$ cat src/rtl/ifu_pkg.sv
package ifu_pkg;

	localparam int NUM_WAYS = 4;
	localparam int NUM_SETS = 64;

	localparam int INDEX_LSB = 4;  // Bits 3:0 are the byte offset in a line
	localparam int TAG_LSB = 10;   // Bits 9:4 are the set index

	typedef logic [63:0] addr_t;
	typedef logic [31:0] inst_t;
	typedef logic [127:0] line_t;  // Four instructions
	typedef logic [5:0] index_t;
	typedef logic [53:0] tag_t;
	typedef logic [NUM_WAYS-1:0] way_mask_t;  // One-hot or all zero

	// Result toward decode
	typedef struct packed {
		inst_t inst;
		addr_t pc;
		logic  valid;
	} fetch_rsp_t;

	typedef enum logic {
		HOLD_IDLE,  // Output follows the cache read
		HOLD_KEEP   // Output replays the captured instruction
	} hold_state_e;

	function automatic index_t addr_index(addr_t a);
		return a[TAG_LSB-1:INDEX_LSB];
	endfunction

	function automatic tag_t addr_tag(addr_t a);
		return a[63:TAG_LSB];
	endfunction

endpackage
$ cat src/rtl/fetch_pc.sv
`timescale 1ns/1ns

module fetch_pc #(
	parameter ifu_pkg::addr_t RESET_PC = 64'h8000_0000
) (
	input  logic           clk,
	input  logic           rst,
	input  logic           id_ready,
	input  logic           flush,
	input  ifu_pkg::addr_t redirect_pc,
	output ifu_pkg::addr_t req_pc,
	output ifu_pkg::addr_t req_pc_prev,
	output logic           req_valid
);

	ifu_pkg::addr_t pc_q;
	ifu_pkg::addr_t pc_prev_q;
	logic           valid_q;
	logic           accept;

	assign accept = valid_q & id_ready;  // Cache takes the current PC this cycle

	// ~~~~~~~~~~~~~~~~~~~~~~~~~~~~~~~~~~~~~~~~~~~~~~~~~~~~~~~~~~~~
	// PC register
	always_ff @(posedge clk) begin
		if (rst) begin
			pc_q      <= RESET_PC;
			pc_prev_q <= RESET_PC;
			valid_q   <= 1'b0;
		end else begin
			valid_q <= 1'b1;  // First request one cycle after reset
			if (id_ready) begin
				if (flush) begin
					pc_q <= redirect_pc;  // Restart at the target
				end else if (valid_q) begin
					pc_q <= pc_q + 64'd4;
				end
			end
			if (accept) begin
				pc_prev_q <= pc_q;  // Address of the access now in flight
			end
		end
	end

	assign req_pc      = pc_q;
	assign req_pc_prev = pc_prev_q;
	assign req_valid   = valid_q;

endmodule

$ cat config.mk
export PLATFORM = sky130hd
export DESIGN_NAME = fetch_pc
export DESIGN_NICKNAME = d
export VERILOG_FILES = /design/src/rtl/ifu_pkg.sv /design/src/rtl/fetch_pc.sv
export SDC_FILE = /design/constraint.sdc
export NUM_CORES = 1
export LEC_CHECK = 0
export ABC_AREA = 1
export BUFFER_PORTS_ARGS = -buffer_cell sky130_fd_sc_hd__buf_2
export CAP_MARGIN = 30
export CORE_MARGIN = 1.5
export CORE_UTILIZATION = 40
export DETAILED_ROUTE_END_ITERATION = 8
export PLACE_DENSITY_LB_ADDON = 0.25
export SLEW_MARGIN = 20
export SYNTH_ARGS = -nofsm -noshare
export SYNTH_HDL_FRONTEND = slang
export SYNTH_SLANG_ARGS = --single-unit
$ cat constraint.sdc
create_clock -name clk -period 2.3 [get_ports clk]
set_clock_uncertainty 0.2 [all_clocks]
set_input_delay 0.345 -clock clk [delete_from_list [all_inputs] [get_ports clk]]
set_output_delay 0.345 -clock clk [all_outputs]
set_load 0.005 [all_outputs]
==> flow_summary.toml, run 1 <==
[setup_path]
reg2reg_depth = 10
cp_max_fo = 6
critical_path_class = "flop to flop"
r2r-end = "req_pc[56]"
worst_setup_path_start_kind = "flop"
rr_startpoint = "req_pc[3]"
critical_path_required_ps = 2380
rrSetupSlack_ps = 140
arrival_ps = 2240
critPathCaptureType = "flop"

[power_and_ir_drop]
power_switching_mw = 1.66
power.density_nw_per_um2 = 680
p_total_mw = 6.09
p_int_mw = 4.43
power_frac_clock_pct = 46.7
p_leak_nw = 3.96
peakVddDrop_uv = 512
power.share.switching_pct = 27.2
seqPwrFrac_pct = 41.2
combPwrFrac_pct = 12.1

[global_route]
grt_util_all_layers_pct = 27.5
grt_start_max_net_pins = 107
grt_pass1_vias = 7379
antenna_found_initial = 0
grt_pass1_wl_um = 39000
grt_overflow_total = 0

[placed_design]
gp_congestion = 0.948
dp_hpwl_um = 19100
port_buffers = 196

[synthesis]
ys_warn_count = 0
syn_avg_cell_area_sq_um = 6.26
synth_top_area_share_pct = 36.7
ys_seq_area_share_pct = 36.7
synthTopCellsByArea = "dfxtp_1, nand2_1, o21ai_0"
synth_cell_type_count = 35
yosysTopAreaCell = "dfxtp_1"
synth_fp_nets = 1192
ys_seq_elements = 129
syn_area_sq_um = 7030
syn-instance-count = 1123

[floorplanning]
pin_count = 197
start_util_pct = 40.8
die_h_um = 136
std_cell_rows = 48
die-area_sq_um = 18400
die_x_um = 136
core-area_sq_um = 17200

[timing]
setup-violations-final = 0
slew-limit-headroom_pct = 51.8
fin_crit_ps = 2160
min_period_over_period_pct = 94.0
holdWs_ps = 56.9
max_freq_ghz = 0.463
hold_viol_final = 0
fin_tns_setup_ps = 0
worstMarginPinSlew_ps = 723
drv_slew = 0
grt_setup_unrepaired = "true"

[detailed_routing]
via_count = 8110
totalWireLength_um = 25600
viasPerCell = 5.22
drcViolationCount = 0
drt-wirelength-per-cell_um = 16.5
drtIter0Drc = 724
firstDrtPassIters = 5
ant_nets = 0

[hold_path]
min_to = "req_pc[31]"
hold_path.class = "input pin to flop"
whs_path_depth = 5
hold_start = "redirect_pc[31]"

[final_layout]
nets = 1385
antenna_cells = 0
final_common_cell = "nand2_1"
final_cell_mix = "nand2_1, buf_2, nor2_1, dfxtp_1, o21ai_0"
syn_to_final_growth_pct = 27.5
utilization_pct = 52.0
drive_gt1_share_pct = 22.2

[clock_tree]
clock_sinks = 129
clkLatencyLatePin_ps = 430
cts_tree = "yes"
cts_max_level = 4
cts_inserted_buffers = 17
clk_path_buf_depth = 2
ctsRootBufferMaster = "clkbuf_16"
postCtsSetupRepairBufs = 0
clk_pin_slew_worst_paths_ps = 60

[status]
status = "finished clean"

[run]
maxCapViolCount = 0
==> flip-flops by register name, summed over array words and instances (netlist names) <==
register and count:
req_pc_prev 64, req_pc 64, req_valid 1
==> what timing repair did <==
action	CTS	global route
endpoints found under the hold margin	4	0
setup endpoints to repair	0	3
hold buffers	4	0
gates resized for setup	0	4
==> final cells by class <==
cell class | instances | area (sq um)
Fill cell | 1819 | 8270
Timing Repair Buffer | 225 | 1230
Tap cell | 225 | 282
Inverter | 108 | 405
Multi-Input combinational cell | 835 | 3850
Clock buffer | 19 | 453
Sequential cell | 129 | 2580
Clock inverter | 13 | 159
==> cell usage after synthesis <==
| library cell | instances |
|---|---|
| inv_2 | 6 |
| buf_1 | 9 |
| dfxtp_1 | 129 |
| or2_0 | 1 |
| nand2_4 | 1 |
| o211ai_1 | 23 |
| a21oi_2 | 1 |
| nor2_8 | 2 |
| a21oi_1 | 98 |
| o21ai_1 | 8 |
| o21a_1 | 1 |
| or2_2 | 2 |
| a311oi_1 | 1 |
| ha_1 | 1 |
| nand2_2 | 11 |
| o21bai_1 | 1 |
| o311a_1 | 1 |
| nand3_1 | 55 |
| nand3b_1 | 2 |
| xor2_1 | 1 |
| clkbuf_1 | 33 |
| a31oi_1 | 2 |
| buf_2 | 9 |
| o21ai_0 | 126 |
| o31ai_1 | 10 |
| nor2_4 | 5 |
| inv_1 | 100 |
| nand4_1 | 7 |
| nor2_2 | 10 |
| nor2_1 | 162 |
| a22o_1 | 1 |
| nand2_1 | 300 |
| clkinv_1 | 2 |
| a32o_1 | 1 |
| nand3_2 | 1 |
==> worst max-delay path, stage by stage (launching register included) <==
cell     delay, ps
dfxtp_1        410
ha_1           200
nand2_1         80
inv_1           90
nand3_2        120
nor2_2         230
nand2_1        230
o21ai_0        210
nand3_1        110
nand2_1         70
a21oi_1         50
==> routing by layer <==
layer / vias to the layer above / GRT usage (%) / share of wire, %
met5: - / 0 / 0
met4: 0 / 11.4 / 2.8
met3: 53 / 4.41 / 7.0
met2: 342 / 44.8 / 46
met1: 3681 / 36.2 / 44
li1: 4034 / - / -
==> power groups by stage <==
stage               registers (mW)  logic (mW)  clock network (mW)
floorplan                     2.54       0.388                   0
global placement              2.55       0.729                   0
detailed placement            2.55       0.735                   0
CTS                           2.51       0.745                2.87
global route                  2.53       0.830                2.96
finish                        2.51       0.740                2.84
==> stage by stage <==
stage	cells	instance area, sq um	worst slack, ps
after floorplan	1123	7030	539
after global placement	1518	8300	196
after detailed placement	1518	8300	155
after CTS	1554	8950	130
after global routing	1554	8970	-4.47
final	1554	8970	138
==> logic make-up (layout without fill, tap and decap cells) <==
kind of cell	after synthesis	count (layout)	share of synthesized area [%]
and+or+nand+nor	559	559	33.2
AOI/OAI and AO/OA	274	274	21.1
buffers and inverters	159	365	8.65
DFF	129	129	36.7
adders and majority gates	1	1	0.178
xor gates and xnor gates	1	1	0.125
==> worst max path at each step <==
stage / from / end / slack, ps / cells after the start
5_1_grt: req_pc[3] / req_pc[52] / -4 / 10
6_report: req_pc[3] / req_pc[56] / 140 / 10
3_3_place_gp: req_pc[24] / req_pc[41] / 200 / 9
3_5_place_dp: req_pc[3] / req_pc[52] / 160 / 10
2_1_floorplan: req_pc[3] / req_pc[42] / 540 / 10
4_1_cts: req_pc[3] / req_pc[52] / 130 / 10
(Power assumes the default switching activity.)
==> run 2: changes to the inputs <==
--- a/config.mk
+++ b/config.mk
@@ -9,7 +9,8 @@
 export BUFFER_PORTS_ARGS = -buffer_cell sky130_fd_sc_hd__buf_2
 export CAP_MARGIN = 30
 export CORE_MARGIN = 1.5
-export CORE_UTILIZATION = 40
+export CORE_UTILIZATION = 28
+export CTS_CLUSTER_DIAMETER = 50
 export DETAILED_ROUTE_END_ITERATION = 8
 export PLACE_DENSITY_LB_ADDON = 0.25
 export SLEW_MARGIN = 20
==> run 2 against run 1 <==
Against the previous run: flip-flop and latch count did not move; sequential share of layout area fell by 0.75 points; clock power rose by 2%; utilization fell by 14 points; maximum frequency rose by 1.8%; first-iteration DRC count fell by 2.2%; via count rose by 0.23%; worst setup slack improved by 39 ps; critical path type unchanged.
==> flow_summary.toml, run 2 (synthesized netlist as in run 1, its figures left out) <==
[status]
status = "finished clean"

[setup_path]
crit_path_cell_trace = "ha_1 -> inv_1 -> nor2_2 -> nand3_1 -> inv_1 -> nand2_1 -> o21ai_0 -> nand3_1 -> nand2_1 -> a21oi_1"
worst_setup_path_start_kind = "flop"
slowest_delay_ps = 410
arrival_ps = 2200
cp_num_buf_inv = 2
rr_startpoint = "req_pc[3]"
critical-path-top-delay-family = "simple AND/OR/NAND/NOR gates"
r2r-end = "req_pc[36]"
critical_path_required_ps = 2370
rrSetupSlack_ps = 180
reg2reg_depth = 10
crit_slowest_cell = "dfxtp_1"
critPathCaptureType = "flop"
cp_max_fo = 6
critical_path_class = "flop to flop"

[clock_tree]
cts_max_level = 4
clkLatencyLatePin_ps = 420
clk_path_buf_depth = 2
clock_sinks = 129
cts_inserted_buffers = 17
clk_pin_slew_worst_paths_ps = 60
ctsRootBufferMaster = "clkbuf_16"
cts_tree = "yes"

[final_layout]
syn_to_final_growth_pct = 30.9
final_common_cell = "nand2_1"
drive_gt1_share_pct = 22.8
nets = 1397
seq_area_sq_um = 2580
antenna_cells = 0
fillCellCount = 2705
multi_input_area_sq_um = 3860
final_cell_mix = "nand2_1, buf_2, nor2_1, dfxtp_1, o21ai_0"
final_cell_count_no_fill = 1665

[placed_design]
dp_cells = 1628
gp_congestion = 0.934
port_buffers = 196
dp_hpwl_um = 22200

[timing]
fin_tns_setup_ps = 0
hold_viol_final = 0
drv_slew = 0
grt_setup_unrepaired = "false"
max_freq_ghz = 0.471
worstMarginPinSlew_ps = 708
slew-limit-headroom_pct = 52.8
min_period_over_period_pct = 92.3
fin_crit_ps = 2120
setup-violations-final = 0

[floorplanning]
die_x_um = 161
start_util_pct = 28.7
die_h_um = 161
pin_count = 197
std_cell_rows = 57
die-area_sq_um = 26100
core-area_sq_um = 24500

[global_route]
antenna_found_initial = 0
grt_util_all_layers_pct = 22.3
grt_start_max_net_pins = 107
grt_overflow_total = 0
grt_pass1_vias = 7552
grt_pass1_wl_um = 44200

[power_and_ir_drop]
power_frac_clock_pct = 46.9
p_leak_nw = 4.03
p_int_mw = 4.53
seqPwrFrac_pct = 40.4
power_switching_mw = 1.67
p_total_mw = 6.19
power.density_nw_per_um2 = 673
power.share.switching_pct = 26.9
combPwrFrac_pct = 12.7
peakVddDrop_uv = 339

[detailed_routing]
totalWireLength_um = 29100
drcViolationCount = 0
drtIter0Drc = 708
firstDrtPassIters = 7
ant_nets = 0
via_count = 8129
viasPerCell = 4.88
drt-wirelength-per-cell_um = 17.5

[hold_path]
hold_start = "redirect_pc[59]"
hold_path.class = "input pin to flop"
whs_path_depth = 5
min_to = "req_pc[59]"

[run]
maxCapViolCount = 0
==> run 2: cell types whose count changed in the layout (fill, tap and decap cells not counted), sizes merged <==
| cell | change |
|---|---|
| buf | +12 |
| bufinv | +1 |
| clkbuf | +3 |
| clkinv | -2 |
| clkinvlp | -1 |
| inv | -1 |
==> run 2: how the worst max path moves through the flow <==
stage / startpoint / endpoint / slack (ps) / cells past startpoint
finish: req_pc[3] / req_pc[36] / 180 / 10
global route: req_pc[3] / req_pc[56] / 4 / 11
CTS: req_pc[4] / req_pc[25] / 40 / 7
detailed placement: req_pc[4] / req_pc[25] / 70 / 7
global placement: req_pc[4] / req_pc[25] / 100 / 7
floorplan: req_pc[3] / req_pc[42] / 540 / 10
==> run 2: power groups by stage <==
stage / Sequential, mW / Combinational [mW] / Clock [mW]
2_1_floorplan: 2.54 / 0.388 / 0
6_report: 2.50 / 0.787 / 2.90
3_3_place_gp: 2.55 / 0.785 / 0
3_5_place_dp: 2.55 / 0.787 / 0
5_1_grt: 2.52 / 0.886 / 3.06
4_1_cts: 2.50 / 0.795 / 2.95
==> run 2: layer usage <==
metal,GRT usage (%),part of all wire (%),up-vias
met2,35.1,45,338
li1,-,-,4060
met3,4.60,7.5,35
met1,30.1,45,3696
met4,7.49,2.0,0
met5,0,0,-
==> run 2: tightest hold or removal path, stage by stage <==
cell and delay, ps:
buf_2 80, o21ai_1 50, inv_1 40, nand2_1 40, a21oi_1 100
==> run 2: what timing repair did <==
item	in CTS	in global routing
endpoints found under the hold margin	4	0
endpoints found under the setup margin	0	10
resized for setup	0	6
setup buffers	0	1
hold buffers	4	0
==> run 2: area by class of cell <==
cell class | instances | area share, %
sequential | 129 | 28.1
tap | 324 | 4.41
clock buffer | 22 | 4.94
multi-input combinational | 835 | 41.9
clock inverter | 10 | 1.73
inverter | 108 | 4.41
timing repair buffer | 237 | 14.5
==> run 2: per-stage QoR <==
step,setup slack (ps),instance area (sq um),util [%],hold WS (ps)
final,177,9200,37.6,64.8
after global placement,95.7,8520,34.8,256
after CTS,44.2,9180,37.5,52.7
after floorplan,539,7030,-,270
after global routing,4.16,9200,37.6,100
after detailed placement,66.1,8520,34.8,268
==> run 3: changes to the inputs <==
--- a/config.mk
+++ b/config.mk
@@ -13,6 +13,7 @@
 export CTS_CLUSTER_DIAMETER = 50
 export DETAILED_ROUTE_END_ITERATION = 8
 export PLACE_DENSITY_LB_ADDON = 0.25
+export RECOVER_POWER = 50
 export SLEW_MARGIN = 20
 export SYNTH_ARGS = -nofsm -noshare
 export SYNTH_HDL_FRONTEND = slang
==> run 3 against run 2 <==
Against the previous run: sequential power about the same; critical path type unchanged; highest routed layer unchanged; maximum frequency shrank 0.29%; cell count unchanged.
==> flow_summary.toml, run 3 (synthesized netlist as in run 1, its figures left out) <==
[floorplanning]
die_h_um = 161
start_util_pct = 28.7
std_cell_rows = 57
pin_count = 197
die_x_um = 161
die-area_sq_um = 26100
core-area_sq_um = 24500

[global_route]
grt_pass1_wl_um = 44200
grt_util_all_layers_pct = 22.3
grt_start_max_net_pins = 107
grt_overflow_total = 0
grt_pass1_vias = 7552
antenna_found_initial = 0

[clock_tree]
cts_inserted_buffers = 17
ctsRootBufferMaster = "clkbuf_16"
clock_sinks = 129
clk_path_buf_depth = 2
cts_max_level = 4
cts_tree = "yes"
clk_pin_slew_worst_paths_ps = 70
clkLatencyLatePin_ps = 430

[hold_path]
whs_path_depth = 5
hold_path.class = "input pin to flop"

[final_layout]
syn_to_final_growth_pct = 30.0
final_common_cell = "nand2_1"
drive_gt1_share_pct = 19.0
multi_input_area_sq_um = 3860
fillCellCount = 2720
seq_area_sq_um = 2580
antenna_cells = 0
nets = 1397
final_cell_count_no_fill = 1665
final_cell_mix = "nand2_1, nor2_1, buf_2, dfxtp_1, o21ai_0"

[timing]
min_period_over_period_pct = 92.6
setup-violations-final = 0
max_freq_ghz = 0.470
hold_viol_final = 0
drv_slew = 0
slew-limit-headroom_pct = 50.3
grt_setup_unrepaired = "false"
fin_crit_ps = 2130
fin_tns_setup_ps = 0
worstMarginPinSlew_ps = 745

[detailed_routing]
firstDrtPassIters = 5
drt-wirelength-per-cell_um = 17.5
drtIter0Drc = 707
totalWireLength_um = 29100
viasPerCell = 4.87
drcViolationCount = 0
via_count = 8106
ant_nets = 0

[setup_path]
reg2reg_depth = 10
critPathCaptureType = "flop"
worst_setup_path_start_kind = "flop"
critical_path_required_ps = 2380
cp_max_fo = 6
arrival_ps = 2210
critical_path_class = "flop to flop"

[status]
status = "finished clean"

[power_and_ir_drop]
p_leak_nw = 3.84
power.density_nw_per_um2 = 678
peakVddDrop_uv = 341

[run]
maxCapViolCount = 0

[placed_design]
gp_congestion = 0.934
port_buffers = 196
dp_cells = 1628
dp_hpwl_um = 22200
[run 3: changes by cell type in the layout (fill, tap and decap cells not counted), sizes merged]
cell | previous run | this run
buf | 233 | 184
clkbuf | 22 | 71
[run 3: area by class of cell]
| cell class | count | share of cell area, % |
|---|---|---|
| multi-input combinational | 835 | 42.2 |
| inverter | 108 | 4.44 |
| clock buffer | 22 | 4.97 |
| sequential | 129 | 28.3 |
| timing repair buffer | 237 | 13.9 |
| clock inverter | 10 | 1.74 |
| tap | 324 | 4.44 |
[run 3: critical path, cell delays in order, from the launching register on]
cell and delay [ps]:
dfxtp_1 410, ha_1 210, inv_1 60, nor2_2 180
nand2_4 130, nor2_8 200, nand2_1 180, o21ai_0 210
nand3_1 100, nand2_1 70, a21oi_1 50
[run 3: through the flow]
stage	setup WS (ps)	total power [mW]	area, sq um	hold slack [ps]	util [%]
finish	171	6.19	9140	60.1	37.3
global placement	95.7	3.33	8520	256	34.8
CTS	44.2	6.25	9180	52.7	37.5
global route	4.16	6.46	9140	100	37.3
floorplan	539	2.93	7030	270	-
detailed placement	66.1	3.34	8520	268	34.8
[run 3: what timing repair did]
item	CTS	global route
hold endpoints to repair	4	0
setup endpoints to repair	0	10
gates resized for setup	0	6
hold buffers	4	0
buffers inserted	0	1
[run 3: path summary, 6_finish.rpt]
path	slack, ps	endpoint	start
setup reg to reg	170	req_pc[42]	req_pc[3]
hold / removal	60	req_pc[59]	redirect_pc[59]
hold reg to reg	280	req_pc_prev[16]	req_pc_prev[16]
setup / recovery	170	req_pc[42]	req_pc[3]
[run 3: layer usage]
layer  global-route usage [%]  share of wire (%)  vias up
met3                     4.60                7.0       36
met4                     7.49                2.1        0
met5                        0                  0        -
met1                     30.1                 46     3711
met2                     35.1                 45      292
li1                         -                  -     4067
[run 3: power by group]
| group | switching (mW) | internal [mW] | total [mW] |
|---|---|---|---|
| registers | 0.134 | 2.37 | 2.51 |
| clock network | 1.07 | 1.84 | 2.91 |
| logic | 0.472 | 0.303 | 0.774 |
| total | 1.68 | 4.51 | 6.19 |
